## config.mk

```make
export PLATFORM = sky130hd
export DESIGN_NAME = prog_loader_flat
export DESIGN_NICKNAME = d
export VERILOG_FILES = /design/src/verilog/fetch_pkg.sv /design/src/verilog/load_if.sv /design/src/verilog/prog_loader.sv /design/src/flat_wrapper.sv
export SDC_FILE = /design/constraint.sdc
export NUM_CORES = 1
export LEC_CHECK = 0
export BUFFER_PORTS_ARGS = -buffer_cell sky130_fd_sc_hd__buf_2
export CORE_ASPECT_RATIO = 2
export CORE_MARGIN = 3
export CORE_UTILIZATION = 40
export CTS_BUF_LIST = sky130_fd_sc_hd__clkbuf_8 sky130_fd_sc_hd__clkbuf_16
export DETAILED_ROUTE_END_ITERATION = 7
export HOLD_SLACK_MARGIN = 0.08
export PLACE_DENSITY = 0.66
export SYNTH_ARGS = -nofsm -noshare
export SYNTH_HDL_FRONTEND = slang
export SYNTH_SLANG_ARGS = --single-unit
```

## constraint.sdc

```tcl
create_clock -name clk -period 2.25 [get_ports clk]
set_clock_uncertainty 0.05 [all_clocks]
set_input_delay 0.3375 -clock clk [delete_from_list [all_inputs] [get_ports clk]]
set_output_delay 0.3375 -clock clk [all_outputs]
set_load 0.02 [all_outputs]
```

## src/verilog/fetch_pkg.sv

```systemverilog
package fetch_pkg;

    // data path widths
    localparam int LEN_WORD = 32;
    localparam int LEN_INST = 32;

    // line geometry
    localparam int LOG_FETCH_PARA = 1;
    localparam int FETCH_PARA = 2 ** LOG_FETCH_PARA;
    localparam int LEN_LINE = LEN_INST * FETCH_PARA;

    // pc bit where the line address starts, above byte and slot bits
    localparam int LINE_LSB = LOG_FETCH_PARA + 2;

    // instruction memory
    localparam int LEN_MEMISTR_ADDR = 8;
    localparam int MEM_LINES = 2 ** LEN_MEMISTR_ADDR;

    // lookup lanes and cache
    localparam int DECODE_PARA = 2;
    localparam int LOG_DEPTH_FETCH_CACHE = 3;
    localparam int DEPTH_FETCH_CACHE = 2 ** LOG_DEPTH_FETCH_CACHE;
    localparam int FETCH_PREDICT_SIZE = 3;

    // cache ports are the lanes plus the candidates
    localparam int NUM_LOOKUP = DECODE_PARA + FETCH_PREDICT_SIZE;
    // in-flight search covers the candidates plus the missing lane
    localparam int NUM_FIND = FETCH_PREDICT_SIZE + 1;

    // apb program-load registers
    localparam int LEN_APB_ADDR = 4;
    localparam logic [LEN_APB_ADDR-1:0] REG_CTRL = 4'h0;
    localparam logic [LEN_APB_ADDR-1:0] REG_ADDR = 4'h4;
    localparam logic [LEN_APB_ADDR-1:0] REG_DATA = 4'h8;

endpackage

```

## src/verilog/load_if.sv

```systemverilog
`timescale 1ns/10ps

interface load_if;
    import fetch_pkg::*;

    // level high for the whole load session
    logic mode;
    // one cycle per instruction to store
    logic order;
    logic [LEN_WORD-1:0] pc;
    logic [LEN_INST-1:0] data;

    modport loader (
        output mode, order, pc, data
    );

    modport fetch (
        input  mode, order, pc, data
    );

endinterface

```

## src/verilog/prog_loader.sv

```systemverilog
`timescale 1ns/10ps

module prog_loader (
    input  logic clk,
    input  logic arst_n,
    input  logic psel,
    input  logic penable,
    input  logic pwrite,
    input  logic [fetch_pkg::LEN_APB_ADDR-1:0] paddr,
    input  logic [fetch_pkg::LEN_WORD-1:0] pwdata,
    output logic [fetch_pkg::LEN_WORD-1:0] prdata,
    output logic pready,
    output logic pslverr,
    load_if.loader load
);
    import fetch_pkg::*;

    logic access;
    logic mapped;
    logic data_wr;
    logic mode_q;
    logic order_q;
    logic [LEN_WORD-1:0] addr_q;
    logic [LEN_WORD-1:0] pc_q;
    logic [LEN_INST-1:0] data_q;

    assign access = psel & penable;
    assign mapped = (paddr == REG_CTRL) | (paddr == REG_ADDR) | (paddr == REG_DATA);
    assign data_wr = access & pwrite & (paddr == REG_DATA);

    assign pready = 1'b1;
    assign pslverr = access & ~mapped;

    // REG_DATA reads back as zero
    always_comb begin
        prdata = '0;
        if (psel && !pwrite) begin
            case (paddr)
                REG_CTRL: prdata = {{(LEN_WORD-1){1'b0}}, mode_q};
                REG_ADDR: prdata = addr_q;
                default:  prdata = '0;
            endcase
        end
    end

    always_ff @(posedge clk or negedge arst_n) begin
        if (!arst_n) begin
            mode_q <= 1'b0;
            order_q <= 1'b0;
            addr_q <= '0;
        end else begin
            order_q <= data_wr;
            if (access && pwrite && paddr == REG_CTRL) begin
                mode_q <= pwdata[0];
            end
            if (access && pwrite && paddr == REG_ADDR) begin
                addr_q <= pwdata;
            end else if (data_wr) begin
                // auto-increment to the next instruction
                addr_q <= addr_q + LEN_WORD'(4);
            end
        end
    end

    always_ff @(posedge clk) begin
        if (data_wr) begin
            pc_q <= addr_q;
            data_q <= pwdata;
        end
    end

    assign load.mode = mode_q;
    assign load.order = order_q;
    assign load.pc = pc_q;
    assign load.data = data_q;

endmodule
```

## src/flat_wrapper.sv

```systemverilog
// flat-port wrapper written by rule: the top's interface ports become plain ports
module prog_loader_flat import fetch_pkg::*;
  (clk, arst_n, psel, penable, pwrite, paddr, pwdata, prdata, pready, pslverr, load_mode, load_order, load_pc, load_data);
  load_if load_i ();
  input  logic clk;
  input  logic arst_n;
  input  logic psel;
  input  logic penable;
  input  logic pwrite;
  input  logic [fetch_pkg::LEN_APB_ADDR-1:0] paddr;
  input  logic [fetch_pkg::LEN_WORD-1:0] pwdata;
  output logic [fetch_pkg::LEN_WORD-1:0] prdata;
  output logic pready;
  output logic pslverr;
  output wire logic [$bits(load_i.mode)-1:0] load_mode;
  output wire logic [$bits(load_i.order)-1:0] load_order;
  output wire logic [$bits(load_i.pc)-1:0] load_pc;
  output wire logic [$bits(load_i.data)-1:0] load_data;
  assign load_mode = load_i.mode;
  assign load_order = load_i.order;
  assign load_pc = load_i.pc;
  assign load_data = load_i.data;
  prog_loader u_core (.clk(clk), .arst_n(arst_n), .psel(psel), .penable(penable), .pwrite(pwrite), .paddr(paddr), .pwdata(pwdata), .prdata(prdata), .pready(pready), .pslverr(pslverr), .load(load_i));
endmodule
```

Yosys cells after proc, flatten, opt, wreduce, memory -nomap -nowiden:

Index checks and enable logic that the tools add are counted.

* latch bits: 0
* bits of input ports: 41
* word-level logic and storage cells: 26
* memories kept: 0
* bits in read-only memories: 0
* register bits after elaboration: 98
* memory bits (writable): 0

* divide/modulo/power cells: 0
* muxes and demuxes: 4
* $add $sub $neg: 1
* order comparisons: 0
* bitwise gates (word level): 7
* eq/ne operators: 2
* multiply operators: 0
* reduce and logical (&&, ||, !) cells: 7
* shifts and indexed selects: 0

Operators with widths (number)
* $mux W32: 3
* $pmux W32 S2: 1
* $add A32 B3 Y32 const B: 1
* $and A1 B1 Y1: 4
* $eq A4 B3 Y1 const B: 1
* $eq A4 B4 Y1 const B: 1
* $logic_and A1 B1 Y1: 4
* $logic_not A4 Y1: 1
* $or A1 B1 Y1: 2
* $reduce_bool A2 Y1: 1
* $logic_not A1 Y1: 1
* $not A1 Y1: 1

Logic depth before layout (Yosys ltp):

* word-level depth: 5
* gate-level depth with buffers: 9
* depth with buffers taken out: 6

Worst setup path after synthesis:

OpenSTA, ideal clock, no wires.

* kind: input to register
* start: in paddr[2] (netlist bit)
* end: reg u_core.addr_q[14]
* slack: -0.231 ns
* library setup time: 0.120 ns
* data required time: 2.080 ns
* cell stages on the path: 7
* data arrival time: 2.311 ns
* path buffers: 2
* path through: nor4b_4 -> nand2_1 -> buf_2 -> inv_2 -> buf_2 -> nand3_1 -> a31o_2

* word-level cells in the longest chain between the ends: 3
* elaborated cells between the ends (all ways): 6
* those cells by class: 2 x eq/ne; 1 x mux; 1 x bitwise; 2 x reduce/logical

Ends and longest elaborated chain
* start, declared: line flat_wrapper.sv:10 `input logic [fetch_pkg::LEN_APB_ADDR-1:0] paddr;`
* $eq A4 B4 Y1: line prog_loader.sv:29 `assign data_wr = access & pwrite & (paddr == REG_DATA);`
* $and A1 B1 Y1: line prog_loader.sv:29
* net u_core.data_wr: line prog_loader.sv:20 `logic data_wr;`
* $reduce_bool A2 Y1 (no line)
* end signal, assigned: line prog_loader.sv:57 `addr_q <= pwdata;`
* end signal, assigned: line prog_loader.sv:60 `addr_q <= addr_q + LEN_WORD'(4);`
* end, declared: line prog_loader.sv:23 `logic [LEN_WORD-1:0] addr_q;`

The timed path passes the listed nets, and every way through them passes these cells.
A chain may end at the register's enable or synchronous reset.

Worst setup path in the final report:

* start: reg u_core.addr_q[14]
* end: reg u_core.addr_q[30]

* word-level cells in the longest chain between the ends: 3

Ends and longest elaborated chain
* $add A32 B3 Y32: line prog_loader.sv:60
* $mux W32: line prog_loader.sv:58 `end else if (data_wr) begin`
* $mux W32: line prog_loader.sv:56 `if (access && pwrite && paddr == REG_ADDR) begin`

Every way passes these cells. The select of a mux whose other input is x is not followed.

==> results.py <==
metrics = {
    "floorplan": {
        "dieArea_um2": 11600,
        "core_um2": 9890,
        "die_h_um": 150,
        "initial_core_util_pct": 41.7,
        "ioPinCount": 141,
        "num_rows": 51,
        "die_w_um": 77.8,
    },
    "final_layout": {
        "fill_cells": 889,
        "layout_commonest_cell": "buf_2",
        "fin_nets": 528,
        "area_delta_synth_final_pct": 30.2,
        "drive_gt1_share_pct": 38.5,
        "register_area_um2": 2770,
        "multi_input_area_um2": 1270,
        "final_cell_mix": "buf_2 (139), edfxtp_1 (64), nand2_1 (41), dfrtp_1 (34), and2_1 (29)",
        "antenna_cells": 0,
    },
    "clock_tree": {
        "cts_sinks": 98,
        "clk_latency_ns": 0.34,
        "tritoncts": "yes",
        "cts_resized": 0,
        "cts-root-buf": "clkbuf_16",
        "cts.reportedPaths.clkPinSlew_ns": 0.07,
        "clk_path_buf_depth": 2,
        "htreeDepth": 3,
        "cts_buffers": 9,
    },
    "outcome": {
        "status": "completed",
    },
    "route": {
        "drc": 0,
        "dr_wl_met3_um": 615,
        "firstDrtPassIters": 5,
        "highest_layer": "met4",
        "drt_iter0_markers": 203,
        "post_drt_wl_per_cell_um": 17.9,
        "num_vias": 3275,
        "antenna_left": 0,
        "routed_via_density": 5.26,
        "wl_met1_um": 4050,
        "wl_met2_um": 6170,
        "wl_um": 11100,
    },
    "logic_synthesis": {
        "ys.warnings.count": 0,
        "synth_cell_type_count": 50,
        "yosys-top-cells-area": "edfxtp_1 (47%), dfrtp_1 (21%), and2_1 (4.4%), nand2_1 (3.7%), o21ai_0 (2.2%)",
        "synth_seq_cells": 98,
        "synth_ff_type": "edfxtp_1",
        "syn_nets": 370,
        "synth.avg_cell_area_um2": 12.6,
        "postSynthCellCount": 328,
        "synth_top_cell_by_area": "edfxtp_1",
        "synthesis.area_um2": 4130,
        "synth_top_area_share_pct": 46.6,
        "synth_seq_area_share_pct": 67.2,
        "synthArstFlopShare_pct": 34.7,
        "synth_edf_count": 64,
    },
    "sta": {
        "period_minus_slack_ns": 2.06,
        "worstMarginPinSlew_ns": 0.850,
        "setup_violations": 0,
        "final_max_slew_viol_count": 0,
        "max_freq_mhz": 485,
        "hold_ws_ns": 0.134,
        "final_hold_viol_count": 0,
        "tns_ns": 0,
        "slew_headroom_pct": 43.3,
        "rsz0062_at_grt": "false",
        "timing.final.crit_share_pct": 91.6,
    },
    "pwr": {
        "p_seq_share_pct": 55.9,
        "power_leakage_nw": 2.30,
        "p_per_area_nw_per_um2": 731,
        "pwr-share-clk_pct": 36.6,
        "internal_power_mw": 2.98,
        "swShare_pct": 24.1,
        "ir_drop_uv": 639,
        "power_frac_comb_pct": 7.5,
        "p_sw_mw": 0.949,
    },
    "setup_path": {
        "required_ns": 2.43,
        "timing.rr.start": "u_core.addr_q[14]",
        "r2r.worst_path.cells": 6,
        "reg2reg_slack_ns": 0.19,
        "cp_max_fo": 9,
        "crit_chain": "nand4_1, buf_4, nor3_1, nand4_1, o21a_1, o31a_1",
        "crit_slowest_cell": "dfrtp_1",
        "max_stage_delay_ns": 0.53,
        "crit_path_end": "u_core.addr_q[30]",
        "critPathCaptureType": "flop",
        "cp_data_arrival_time_ns": 2.24,
        "path_class": "reg2reg",
        "reg2reg_to": "u_core.addr_q[30]",
        "startpoint": "u_core.addr_q[14]",
        "startpoint_type": "flop",
        "path_common_cell": "nand4_1",
    },
    "global_routing": {
        "grt_start_max_net_pins": 35,
        "grt_pass1_vias": 3323,
        "grt_overflow": 0,
        "groute.usage.overall_pct": 19.2,
        "antenna_found_initial": 0,
        "grt_pass1_wl_um": 17100,
    },
    "place": {
        "hpwl_um": 8330,
        "place.gp.congestion": 0.813,
        "port-buffer-count": 139,
    },
    "worst_hold_path": {
        "hp-class": "in2reg",
    },
    "flow_run": {
        "max_cap_violations": 0,
    },
}
cells by family (layout without fill, tap and decap cells):
logic type | count (synthesis) | count (layout) | synth area share [%]
and+or+nand+nor | 145 | 145 | 19.3
DFF | 98 | 98 | 67.2
AOI/OAI and AO/OA | 52 | 52 | 8.28
buffers and inverters | 19 | 182 | 2.15
xor gates and xnor gates | 10 | 10 | 2.12
muxes | 2 | 2 | 0.515
adders and majority gates | 1 | 1 | 0.303
other | 1 | 1 | 0.0909
stage by stage:
stage	utilization [%]	cells	cell area, µm²	setup WS [ns]	power, mW
floorplan	-	328	4130	0.140	2.35
global placement	51.4	606	5080	0.252	2.51
detailed placement	51.4	606	5080	0.216	2.53
CTS	54.3	623	5370	0.215	3.94
global route	54.3	623	5370	0.0782	4.06
finish	54.3	623	5370	0.188	3.93
layer usage:
layer,track usage (%),up-vias
met1,20.5,1582
met4,9.98,0
met2,34.8,138
met3,4.16,22
li1,-,1533
met5,0,-
worst max-delay path, delay by kind of cell, from the launching register on:
| family | cells | cell delay, ns |
|---|---|---|
| and+or+nand+nor | 3 | 0.70 |
| DFF | 1 | 0.53 |
| AOI/OAI and AO/OA | 2 | 0.51 |
| buffers and inverters | 1 | 0.18 |
layout make-up:
| cell class | instances | area share, % |
|---|---|---|
| Sequential cell | 98 | 51.6 |
| Multi-Input combinational cell | 211 | 23.6 |
| Timing Repair Buffer | 162 | 16.2 |
| Clock buffer | 11 | 4.70 |
| Tap cell | 132 | 3.07 |
| Clock inverter | 5 | 0.536 |
| Inverter | 4 | 0.303 |
cell usage after synthesis (2+ instances only):
cell,number
nor4_1,4
and2_1,29
xor2_1,6
and2_2,2
inv_1,3
buf_2,4
or3_1,3
nor2_1,17
clkbuf_1,8
a21oi_1,8
o311ai_0,7
dfrtp_1,34
nor3_1,9
o31a_1,2
and3_1,3
or2_2,2
a31oi_1,5
xnor2_1,4
o22ai_1,2
nand2_1,41
nand4_1,10
and4_1,2
o21ai_0,18
edfxtp_1,64
a221o_1,3
nand4b_1,2
nand3_1,13
state kept, by name, summed over array words and instances (netlist names):
signal and flops:
u_core.load.mode 1, u_core.load.data 32, u_core.load.pc 32, u_core.load.order 1
u_core.addr_q 32
how the worst min path moves through the flow:
stage               cells after the start             start              endpoint  slack, ns
CTS                                     1        pwdata[30]  u_core.load.data[30]       0.14
finish                                  1        pwdata[30]  u_core.load.data[30]       0.13
global placement                        0  u_core.addr_q[0]     u_core.load.pc[0]       0.41
floorplan                               0            arst_n      u_core.addr_q[0]     -0.008
detailed placement                      0  u_core.addr_q[0]     u_core.load.pc[0]       0.41
global route                            1        pwdata[16]  u_core.load.data[16]       0.13
power by group through the flow:
stage | Combinational, mW | Clock (mW) | Sequential (mW)
after floorplan | 0.156 | 0 | 2.19
after global placement | 0.284 | 0 | 2.22
after detailed placement | 0.294 | 0 | 2.23
after CTS | 0.297 | 1.45 | 2.20
after global routing | 0.329 | 1.51 | 2.22
final | 0.294 | 1.44 | 2.20
what timing repair did:
action / 4_1_cts / 5_1_grt
endpoints found under the hold margin: 31 / 0
setup endpoints to repair: 0 / 0
hold buffers: 1 / 0
buffers inserted: 0 / 0
No activity file was read; power rests on OpenSTA's default activity.
