### src/verilog/fetch_pkg.sv
package fetch_pkg;

    // data path widths
    localparam int LEN_WORD = 32;
    localparam int LEN_INST = 32;

    // line geometry
    localparam int LOG_FETCH_PARA = 1;
    localparam int FETCH_PARA = 2 ** LOG_FETCH_PARA;
    localparam int LEN_LINE = LEN_INST * FETCH_PARA;

    // pc bit where the line address starts, above byte and slot bits
    localparam int LINE_LSB = LOG_FETCH_PARA + 2;

    // instruction memory
    localparam int LEN_MEMISTR_ADDR = 8;
    localparam int MEM_LINES = 2 ** LEN_MEMISTR_ADDR;

    // lookup lanes and cache
    localparam int DECODE_PARA = 2;
    localparam int LOG_DEPTH_FETCH_CACHE = 3;
    localparam int DEPTH_FETCH_CACHE = 2 ** LOG_DEPTH_FETCH_CACHE;
    localparam int FETCH_PREDICT_SIZE = 3;

    // cache ports are the lanes plus the candidates
    localparam int NUM_LOOKUP = DECODE_PARA + FETCH_PREDICT_SIZE;
    // in-flight search covers the candidates plus the missing lane
    localparam int NUM_FIND = FETCH_PREDICT_SIZE + 1;

    // apb program-load registers
    localparam int LEN_APB_ADDR = 4;
    localparam logic [LEN_APB_ADDR-1:0] REG_CTRL = 4'h0;
    localparam logic [LEN_APB_ADDR-1:0] REG_ADDR = 4'h4;
    localparam logic [LEN_APB_ADDR-1:0] REG_DATA = 4'h8;

endpackage

### src/verilog/imem_if.sv
`timescale 1ns/10ps

interface imem_if;
    import fetch_pkg::*;

    // line address, shared by reads and load writes
    logic [LEN_MEMISTR_ADDR-1:0] addr;
    // one enable per instruction slot
    logic [FETCH_PARA-1:0] wen;
    logic [LEN_LINE-1:0] rdata;
    logic [LEN_LINE-1:0] wdata;

    modport fetch (
        output addr, wen, wdata,
        input  rdata
    );

    modport memory (
        input  addr, wen, wdata,
        output rdata
    );

endinterface

### src/verilog/load_if.sv
`timescale 1ns/10ps

interface load_if;
    import fetch_pkg::*;

    // level high for the whole load session
    logic mode;
    // one cycle per instruction to store
    logic order;
    logic [LEN_WORD-1:0] pc;
    logic [LEN_INST-1:0] data;

    modport loader (
        output mode, order, pc, data
    );

    modport fetch (
        input  mode, order, pc, data
    );

endinterface

### src/verilog/fetch.sv
`timescale 1ns/10ps

module fetch (
    input  logic clk,
    input  logic arst_n,
    input  logic [fetch_pkg::DECODE_PARA-1:0] order,
    input  logic [fetch_pkg::DECODE_PARA*fetch_pkg::LEN_WORD-1:0] pc,
    output logic [fetch_pkg::DECODE_PARA-1:0] done,
    output logic [fetch_pkg::DECODE_PARA*fetch_pkg::LEN_INST-1:0] instr,
    imem_if.fetch mem,
    load_if.fetch load
);
    import fetch_pkg::*;

    logic [DECODE_PARA-1:0] lane_req;
    logic [DECODE_PARA-1:0][LEN_MEMISTR_ADDR-1:0] lane_addr;
    logic [DECODE_PARA-1:0][LOG_FETCH_PARA-1:0] lane_slot;
    logic [NUM_LOOKUP-1:0][LEN_LINE-1:0] look_line;
    logic [FETCH_PREDICT_SIZE-1:0][LEN_MEMISTR_ADDR-1:0] cand_addr;
    logic [FETCH_PREDICT_SIZE-1:0] cand_cached;
    logic [FETCH_PREDICT_SIZE-1:0] cand_flight;
    logic [FETCH_PREDICT_SIZE-1:0] cand_need;
    logic miss;
    logic [LEN_MEMISTR_ADDR-1:0] miss_addr;
    logic miss_flight;
    logic miss_need;
    logic [LEN_MEMISTR_ADDR-1:0] base;
    logic [LEN_MEMISTR_ADDR-1:0] last_found;
    logic [LEN_MEMISTR_ADDR-1:0] next_last;
    logic pick_valid;
    logic [LEN_MEMISTR_ADDR-1:0] pick_addr;
    logic access_valid;
    logic [LEN_MEMISTR_ADDR-1:0] access_addr;
    logic next_valid;
    logic [LEN_MEMISTR_ADDR-1:0] next_addr;
    logic [FETCH_PARA-1:0] next_wen;
    logic mem_done;
    logic [LEN_MEMISTR_ADDR-1:0] mem_done_addr;
    logic fill_valid;
    logic [LEN_MEMISTR_ADDR-1:0] fill_key;
    logic [LEN_LINE-1:0] fill_line;

    // no lane is served during program load
    assign lane_req = order & ~{DECODE_PARA{load.mode}};

    for (genvar i = 0; i < DECODE_PARA; i++) begin : g_lane
        assign lane_addr[i] = pc[i*LEN_WORD+LINE_LSB +: LEN_MEMISTR_ADDR];
        assign lane_slot[i] = pc[i*LEN_WORD+2 +: LOG_FETCH_PARA];
        // slot 0 lives in the upper half
        assign instr[i*LEN_INST +: LEN_INST] =
            look_line[i][(FETCH_PARA-1-lane_slot[i])*LEN_INST +: LEN_INST];
    end

    line_cache #(.PORTS(NUM_LOOKUP)) u_cache (
        .clk(clk), .arst_n(arst_n), .flush(load.mode),
        .fill_valid(fill_valid), .fill_key(fill_key), .fill_line(fill_line),
        .look_valid({{FETCH_PREDICT_SIZE{1'b1}}, lane_req}),
        .look_key({cand_addr, lane_addr}),
        .hit({cand_cached, done}), .look_line(look_line)
    );

    fetch_timing #(.FIND_PARA(NUM_FIND)) u_timing (
        .clk(clk), .arst_n(arst_n), .order(access_valid), .done(mem_done),
        .a_inst_fetch_in(access_addr), .a_inst_fetch_out(mem_done_addr),
        .find_addr({cand_addr, miss_addr}), .found({cand_flight, miss_flight})
    );

    always_comb begin
        miss = 1'b0;
        miss_addr = lane_addr[0];
        next_last = last_found;
        // lowest missing lane wins
        for (int i = DECODE_PARA - 1; i >= 0; i--) begin
            if (lane_req[i] && !done[i]) begin
                miss = 1'b1;
                miss_addr = lane_addr[i];
            end
        end
        for (int i = 0; i < DECODE_PARA; i++) begin
            if (done[i]) begin
                next_last = lane_addr[i];
            end
        end
    end

    assign base = miss ? miss_addr : next_last;
    assign miss_need = miss & ~miss_flight;
    assign cand_need = ~(cand_cached | cand_flight);

    always_comb begin
        pick_valid = 1'b0;
        pick_addr = cand_addr[0];
        for (int i = FETCH_PREDICT_SIZE - 1; i >= 0; i--) begin
            cand_addr[i] = base + LEN_MEMISTR_ADDR'(i);
            if (cand_need[i]) begin
                pick_valid = 1'b1;
                pick_addr = cand_addr[i];
            end
        end
        for (int s = 0; s < FETCH_PARA; s++) begin
            next_wen[FETCH_PARA-1-s] = load.mode & load.order
                & (load.pc[2 +: LOG_FETCH_PARA] == LOG_FETCH_PARA'(s));
        end
    end

    assign next_valid = ~load.mode & (miss_need | pick_valid);
    assign next_addr = load.mode ? load.pc[LINE_LSB +: LEN_MEMISTR_ADDR]
                     : miss_need ? miss_addr : pick_addr;

    always_ff @(posedge clk or negedge arst_n) begin
        if (!arst_n) begin
            access_valid <= 1'b0;
            fill_valid <= 1'b0;
            last_found <= '0;
            mem.wen <= '0;
        end else begin
            access_valid <= next_valid;
            fill_valid <= mem_done;
            last_found <= next_last;
            mem.wen <= next_wen;
        end
    end

    always_ff @(posedge clk) begin
        access_addr <= next_addr;
        fill_key <= mem_done_addr;
        fill_line <= mem.rdata;
        mem.wdata <= {FETCH_PARA{load.data}};
    end

    assign mem.addr = access_addr;

endmodule

### src/verilog/fetch_timing.sv
`timescale 1ns/10ps

module fetch_timing #(
    parameter int FIND_PARA = 1
) (
    input  logic clk,
    input  logic arst_n,
    input  logic order,
    output logic done,
    input  logic [fetch_pkg::LEN_MEMISTR_ADDR-1:0] a_inst_fetch_in,
    output logic [fetch_pkg::LEN_MEMISTR_ADDR-1:0] a_inst_fetch_out,
    input  logic [FIND_PARA-1:0][fetch_pkg::LEN_MEMISTR_ADDR-1:0] find_addr,
    output logic [FIND_PARA-1:0] found
);
    import fetch_pkg::*;

    logic stage1;
    logic stage2;
    logic [LEN_MEMISTR_ADDR-1:0] a_inst1;
    logic [LEN_MEMISTR_ADDR-1:0] a_inst2;

    // two stages, matching the memory read latency
    always_ff @(posedge clk or negedge arst_n) begin
        if (!arst_n) begin
            stage1 <= 1'b0;
            stage2 <= 1'b0;
        end else begin
            stage1 <= order;
            stage2 <= stage1;
        end
    end

    always_ff @(posedge clk) begin
        a_inst1 <= a_inst_fetch_in;
        a_inst2 <= a_inst1;
    end

    assign done = stage2;
    assign a_inst_fetch_out = a_inst2;

    // issuing stage counts as in flight too
    for (genvar i = 0; i < FIND_PARA; i++) begin : g_find
        assign found[i] = ((find_addr[i] == a_inst_fetch_in) & order)
                        | ((find_addr[i] == a_inst1) & stage1)
                        | ((find_addr[i] == a_inst2) & stage2);
    end

endmodule

### src/verilog/line_cache.sv
`timescale 1ns/10ps

module line_cache #(
    parameter int PORTS = 1
) (
    input  logic clk,
    input  logic arst_n,
    input  logic flush,
    input  logic fill_valid,
    input  logic [fetch_pkg::LEN_MEMISTR_ADDR-1:0] fill_key,
    input  logic [fetch_pkg::LEN_LINE-1:0] fill_line,
    input  logic [PORTS-1:0] look_valid,
    input  logic [PORTS-1:0][fetch_pkg::LEN_MEMISTR_ADDR-1:0] look_key,
    output logic [PORTS-1:0] hit,
    output logic [PORTS-1:0][fetch_pkg::LEN_LINE-1:0] look_line
);
    import fetch_pkg::*;

    logic [DEPTH_FETCH_CACHE-1:0] valid;
    logic [LEN_MEMISTR_ADDR-1:0] tag [DEPTH_FETCH_CACHE];
    logic [LEN_LINE-1:0] data [DEPTH_FETCH_CACHE];
    logic [LOG_DEPTH_FETCH_CACHE-1:0] victim;
    logic [DEPTH_FETCH_CACHE-1:0] fill_match;
    logic fill_present;
    logic fill_ok;

    // flush wins over a fill in the same cycle
    assign fill_ok = fill_valid & ~flush;

    always_comb begin
        for (int e = 0; e < DEPTH_FETCH_CACHE; e++) begin
            fill_match[e] = valid[e] & (tag[e] == fill_key);
        end
    end

    assign fill_present = |fill_match;

    always_ff @(posedge clk or negedge arst_n) begin
        if (!arst_n) begin
            valid <= '0;
            victim <= '0;
        end else if (flush) begin
            valid <= '0;
        end else if (fill_ok && !fill_present) begin
            valid[victim] <= 1'b1;
            victim <= victim + 1'b1;
        end
    end

    always_ff @(posedge clk) begin
        if (fill_ok) begin
            for (int e = 0; e < DEPTH_FETCH_CACHE; e++) begin
                if (fill_match[e]) begin
                    data[e] <= fill_line;
                end
            end
            if (!fill_present) begin
                tag[victim] <= fill_key;
                data[victim] <= fill_line;
            end
        end
    end

    always_comb begin
        for (int p = 0; p < PORTS; p++) begin
            hit[p] = 1'b0;
            look_line[p] = fill_line;
            for (int e = 0; e < DEPTH_FETCH_CACHE; e++) begin
                if (valid[e] && tag[e] == look_key[p]) begin
                    hit[p] = look_valid[p];
                    look_line[p] = data[e];
                end
            end
            // line waiting in the fill register is already usable
            if (fill_ok && fill_key == look_key[p]) begin
                hit[p] = look_valid[p];
                look_line[p] = fill_line;
            end
        end
    end

endmodule

### src/flat_wrapper.sv
// flat-port wrapper written by rule: the top's interface ports become plain ports
module fetch_flat import fetch_pkg::*;
  (clk, arst_n, order, pc, done, instr, mem_addr, mem_wen, mem_wdata, mem_rdata, load_mode, load_order, load_pc, load_data);
  imem_if mem_i ();
  load_if load_i ();
  input  logic clk;
  input  logic arst_n;
  input  logic [fetch_pkg::DECODE_PARA-1:0] order;
  input  logic [fetch_pkg::DECODE_PARA*fetch_pkg::LEN_WORD-1:0] pc;
  output logic [fetch_pkg::DECODE_PARA-1:0] done;
  output logic [fetch_pkg::DECODE_PARA*fetch_pkg::LEN_INST-1:0] instr;
  output wire logic [$bits(mem_i.addr)-1:0] mem_addr;
  output wire logic [$bits(mem_i.wen)-1:0] mem_wen;
  output wire logic [$bits(mem_i.wdata)-1:0] mem_wdata;
  input wire logic [$bits(mem_i.rdata)-1:0] mem_rdata;
  input wire logic [$bits(load_i.mode)-1:0] load_mode;
  input wire logic [$bits(load_i.order)-1:0] load_order;
  input wire logic [$bits(load_i.pc)-1:0] load_pc;
  input wire logic [$bits(load_i.data)-1:0] load_data;
  assign mem_addr = mem_i.addr;
  assign mem_wen = mem_i.wen;
  assign mem_wdata = mem_i.wdata;
  assign mem_i.rdata = mem_rdata;
  assign load_i.mode = load_mode;
  assign load_i.order = load_order;
  assign load_i.pc = load_pc;
  assign load_i.data = load_data;
  fetch u_core (.clk(clk), .arst_n(arst_n), .order(order), .pc(pc), .done(done), .instr(instr), .mem(mem_i), .load(load_i));
endmodule
### config.mk
export PLATFORM = sky130hd
export DESIGN_NAME = fetch_flat
export DESIGN_NICKNAME = d
export VERILOG_FILES = /design/src/verilog/fetch_pkg.sv /design/src/verilog/imem_if.sv /design/src/verilog/load_if.sv /design/src/verilog/fetch.sv /design/src/verilog/fetch_timing.sv /design/src/verilog/line_cache.sv /design/src/flat_wrapper.sv
export SDC_FILE = /design/constraint.sdc
export NUM_CORES = 2
export LEC_CHECK = 0
export BUFFER_PORTS_ARGS = -buffer_cell sky130_fd_sc_hd__buf_2
export CORE_MARGIN = 2
export CORE_UTILIZATION = 63
export CTS_BUF_LIST = sky130_fd_sc_hd__clkbuf_4
export DETAILED_ROUTE_END_ITERATION = 10
export PLACE_DENSITY = 0.79
export REMOVE_ABC_BUFFERS = 1
export SLEW_MARGIN = 20
export SYNTH_ARGS = -nofsm -noshare
export SYNTH_HDL_FRONTEND = slang
export SYNTH_SLANG_ARGS = --single-unit
### constraint.sdc
create_clock -name clk -period 7.4 [get_ports clk]
set_input_delay 0.37 -clock clk [delete_from_list [all_inputs] [get_ports clk]]
set_output_delay 0.37 -clock clk [all_outputs]
set_load 0.05 [all_outputs]
# Yosys cells after proc, flatten, opt, wreduce, memory -nomap -nowiden
# Memory sizes are Yosys's and may differ from the RTL's.
# Cells that the tools add are included.
# Widths: inputs -> output; s select.
# totals
reg_bits	185
latch_bits	0
ram_bits	576
romBits	0
in_bits	198
output_inout_bits	140
wordCells	301
memories	2
# op_classes
addsub	5
mul	0
n_div	0
order_cmp	2
n_eq_ne	65
n_shift	2
n_mux	112
n_bitwise	43
n_reduce_logical	56
# memory_table
name	depth	word_bits	read_ports	rd_ports_with_merged_regs	wr	line_no	source
u_core.u_cache.data	8	64	8	0	8	line_cache.sv:21	logic [LEN_LINE-1:0] data [DEPTH_FETCH_CACHE];
u_core.u_cache.tag	8	8	8	0	1	line_cache.sv:20	logic [LEN_MEMISTR_ADDR-1:0] tag [DEPTH_FETCH_CACHE];
# ops
operator	count
$mux 64	19
$eq 8x8->1	65
$shiftx 64x33->32	2
$mux 8	12
$mux 1	79
$reduce_or 64->1	1
$logic_and 1x1->1	49
$and 1x1->1	26
$or 1x1->1	9
$add 8x1->8 const B	1
$add 8x2->8 const B	1
$or 8x8->8	1
$reduce_or 8->1	1
$lt 3x4->1 const B	1
$sub 1x1->2 const A	2
$add 3x1->3 const B	1
$demux 1 s3	1
$ge 3x1->1 const B	1
$logic_not 1->1	3
$mux 3	1
$not 1->1	3
$not 3->3	1
$or 3x3->3	1
$and 2x2->2	1
other kinds (3)	3

# Logic depth before layout (Yosys ltp)
# An unclocked memory read counts as a cell.
# logic_depth
word_depth	36
mapped_depth	26
mapped_depth_nobuf	20

# Cells and area by module
# From an unflattened synthesis, not the netlist that was laid out.
# unflattened
hier_cells	6575
hier_area_um2	57295.0
# by_module_without_submodules
module	instances	cells_per_inst	area_per_inst_um2	seq_area_each_um2
line_cache	1	5987	50945.1	17571.9
fetch	1	433	4904.7	2542.4
fetch_timing	1	155	1445.1	370.4

# Worst setup path before layout
# No wires, ideal clock.
# synth_timing
path_type	reg2reg
start	reg u_core.fill_key[4]
end	mem u_core.u_cache.data[6][0] in the netlist's numbering, enable pin
setup_time_ns	0.574
t_arrival_ns	6.140
required_ns	6.826
slack_ns	0.686
path_stages_with_launch	7
n_path_buf	2
synth_period_minus_slack_ns	6.714
cell_sequence	dfxtp_1 -> clkbuf_1 -> buf_1 -> xor2_1 -> nor4_1 -> nand4_1 -> o21ai_0
# synth_lines
element	line_no	source
start: declaration	fetch.sv:40	logic [LEN_MEMISTR_ADDR-1:0] fill_key;
start signal: assignment	fetch.sv:126	fill_key <= mem_done_addr;
end: declaration	line_cache.sv:21	

==> key figures <==
Placement
  – Port bufs: 268
  – HPWL after DPL: 77.4 mm
  – Routability Congestion: 1.06
  – Placed Area: 43,100 sq um

Synth
  – Top-count cell post-synth: edfxtp_1
  – Synth Area in Compound Gates: 0.149
  – Async SR Flop Fraction: 0.0343
  – Avg Cell Area, Syn: 10.2 sq um
  – Seq/Total Area, Yosys: 0.495
  – Synth top area share: 0.418
  – Mapped Cells: 4,045
  – Mux contribution to synthesized area: 0.0888
  – Yosys warns: 0
  – Largest family of logic cells by synthesized area: compound AO/OA/AOI/OAI gates
  – Top post-synthesis cells by count: edfxtp_1 (576), nor2_1 (448), a21oi_1 (359)
  – Simple-gate area share of the yosys netlist: 0.131
  – EDFF count, synth: 576
  – Most used DFF post-synth: edfxtp_1
  – Area leader, netlist: edfxtp_1
  – Xor-xnor portion of the synthesized cell area: 0.0896
  – Adder-Cell Fraction of Synth Area: 0.000907
  – FF+latch count, synth: 729
  – Mapped Area: 41,400 sq um
  – Top post-synthesis cells by area: edfxtp_1 (42%), xnor2_1 (6.4%), dfxtp_1 (6.2%)
  – Synth cell types: 108

Die
  – Die area: 67,700 sq um
  – I/O pins: 338
  – Starting Density: 0.639
  – Die span in x: 260 um
  – Die Y: 260 um
  – Rows: 93
  – Core area: 64,700 sq um

Timing
  – Final setup viols: 0
  – Count of pins over their slew limit: 0
  – Fin. Hold Viols: 0
  – Slew HR: 0.261
  – Worst Skew: 0.0826 ns
  – Worst slew pin tran: 1.11 ns
  – Fmax: 0.147 GHz
  – RSZ-0062 raised after global routing: false
  – Fin crit period: 6.81 ns
  – Final TNS setup: 0 ns
  – Hold Slack: 0.182 ns
  – Final period utilization: 0.920

Setup path
  – Capture point of the worst path: u_core.mem.addr[7]
  – Critical Path Start: u_core.u_cache.tag[6][3]
  – Worst-path fanout max: 12
  – Worst r2r path cells: 22
  – CP arrival: 7.78 ns
  – Crit end category: flop
  – Slowest cell on crit path: nor4_2
  – Kind of critical path: flop to flop
  – Worst r2r src: u_core.u_cache.tag[6][3]
  – Worst R2R End: u_core.mem.addr[7]
  – FF-to-FF setup slack: 0.59 ns
  – Req. time, crit path: 8.37 ns
  – Crit-path max cell delay: 0.69 ns
  – CP Launch Type: flop
  – Cell Chain, Critical Path: xnor2_1, nand3_1, nor4_2, buf_4, or4b_4, o41ai_4, nor2_4, inv_2, ha_1, inv_1, buf_4, nor4_2, o21ai_0, a31oi_1, and4b_1, o21ai_1, nand4_2, nor3_2, mux2i_1, mux2i_1, o311ai_1, dlygate4sd3_1

Detailed routing
  – Final wirelength: 136 mm
  – DRC: 0
  – Vias per cell: 6.60
  – Router iterations before antenna repair: 8
  – Vias: 36.2k
  – ANT nets after route: 0
  – 1st-iter DRT viols: 4,941
  – Wire per inst: 24.9 um

Global route
  – Initial antenna violation count: 5
  – Gr ovfl total: 0
  – Global Route met1 Usage: 0.520
  – Vias in the first global route: 35.2k
  – All-layer global routing usage: 0.399
  – Met3 Use GR: 0.0942
  – First-pass GRT wire length: 204 mm
  – Gr busiest metal: met2
  – Pin count of the biggest net entering global routing: 129
  – M2 GR Usage: 0.613

Final layout
  – Post-layout util: 0.741
  – Fin nets: 4,655
  – P&R area growth vs syn: 16.0%
  – Share of layout cells above drive strength 1: 0.183
  – Final Cell Area: 48,000 sq um

Power and ir drop
  – Pwr per Cell Area: 214 nW/um^2
  – Worst VDD drop: 0.175 mV
  – Leak Pwr: 0.0169 uW

CTS
  – Worst-path clk slew: 0.07 ns
  – H-tree depth: 4
  – Post_cts resized: 0
  – CTS Root Cell: clkbuf_4
  – Worst-skew pair later-pin latency: 1.09 ns
  – Hold_buf cts: 233
  – Clk buf depth: 3
  – Sinks on the clock net: 729
  – # Post-CTS Setup Buffers: 0
  – Num CTS Buffers: 185
  – CTS tree: built

Outcome
  – Outcome: finished clean

Run
  – MaxCap Viol Count: 0

Min path
  – Hold Crit Depth: 6
  – Hold crit path type: primary input to flop
## cell families (layout without fill, tap and decap cells)
family / after synthesis / count (layout)
DFF: 729 / 729
xor gates and xnor gates: 409 / 409
other: 0 / 8
buffers and inverters: 424 / 992
adders and majority gates: 3 / 3
and+or+nand+nor: 1186 / 1186
AOI/OAI and AO/OA: 1008 / 1008
muxes: 286 / 286
## critical path: cells and delay by family, from the launching register on
family	cells	cell delay, ns
simple gates	8	2.56
buf+inv	5	1.47
compound gates	5	1.23
flops	1	0.56
mux	2	0.49
fa+ha+maj	1	0.22
xor+xnor	1	0.19
## power by group
group | switching, uW | internal, uW
Sequential | 240 | 4690
Clock | 1750 | 1860
Combinational | 1060 | 646
Total | 3050 | 7200
## how the worst min path moves through the flow
stage / from / endpoint / slack (ns)
finish: order[0] / u_core.last_found[3] / 0.18
global route: pc[7] / u_core.last_found[4] / 0.10
CTS: pc[7] / u_core.last_found[4] / 0.03
detailed placement: u_core.u_timing.a_inst1[0] / u_core.u_timing.a_inst_fetch_out[0] / 0.39
global placement: u_core.u_timing.a_inst1[0] / u_core.u_timing.a_inst_fetch_out[0] / 0.39
floorplan: arst_n / u_core.access_valid / 0.07
## placed cells by master (no fill, tap or decap), types with 127 or more instances in the layout
| master | Yosys | layout |
|---|---|---|
| nor2_1 | 448 | 448 |
| xnor2_1 | 304 | 304 |
| mux2i_1 | 216 | 216 |
| clkbuf_4 | 0 | 301 |
| nor3_1 | 133 | 127 |
| buf_2 | 38 | 268 |
| a211oi_1 | 199 | 199 |
| nand2_1 | 351 | 351 |
| dfxtp_1 | 128 | 128 |
| edfxtp_1 | 576 | 576 |
| dlygate4sd3_1 | 0 | 232 |
| o21ai_0 | 299 | 297 |
| a21oi_1 | 359 | 359 |
## routing by layer
metal / vias to the layer above / wire (um)
met3: 552 / 16700
met5: - / 43
met4: 2 / 7790
met1: 17200 / 49800
li1: 15700 / -
met2: 2652 / 61900
## registers in the layout, summed over array words and instances (netlist names), 2 cells and up
signal and cells:
u_core.u_cache.valid 8, u_core.mem.wen 2, u_core.mem.addr 8, u_core.u_timing.a_inst_fetch_out 8, u_core.u_timing.a_inst1 8, u_core.mem.wdata 32, u_core.fill_key 8, u_core.last_found 8
u_core.u_cache.data 512, u_core.u_cache.tag 64, u_core.u_cache.victim 3, u_core.fill_line 64
## metrics by stage
stage | setup WS, ns | std cells | total power, uW
2_1_floorplan | -8.02 | 3656 | 6000
3_3_place_gp | 0.978 | 4888 | 6510
3_5_place_dp | 0.899 | 4889 | 6550
4_1_cts | 0.683 | 5468 | 10200
5_1_grt | 0.276 | 5474 | 10600
6_report | 0.590 | 5476 | 10200
## final cells by class
| class | count | area (sq um) |
|---|---|---|
| clock inverters | 45 | 259 |
| diodes | 8 | 20.0 |
| inverters | 35 | 134 |
| well taps | 855 | 1070 |
| multi-input cells | 2892 | 19200 |
| repair buffers | 611 | 4560 |
| clock buffers | 301 | 2260 |
| fillers | 4469 | 16700 |
| flip-flops and latches | 729 | 20500 |
No activity file was read; power rests on OpenSTA's default activity.
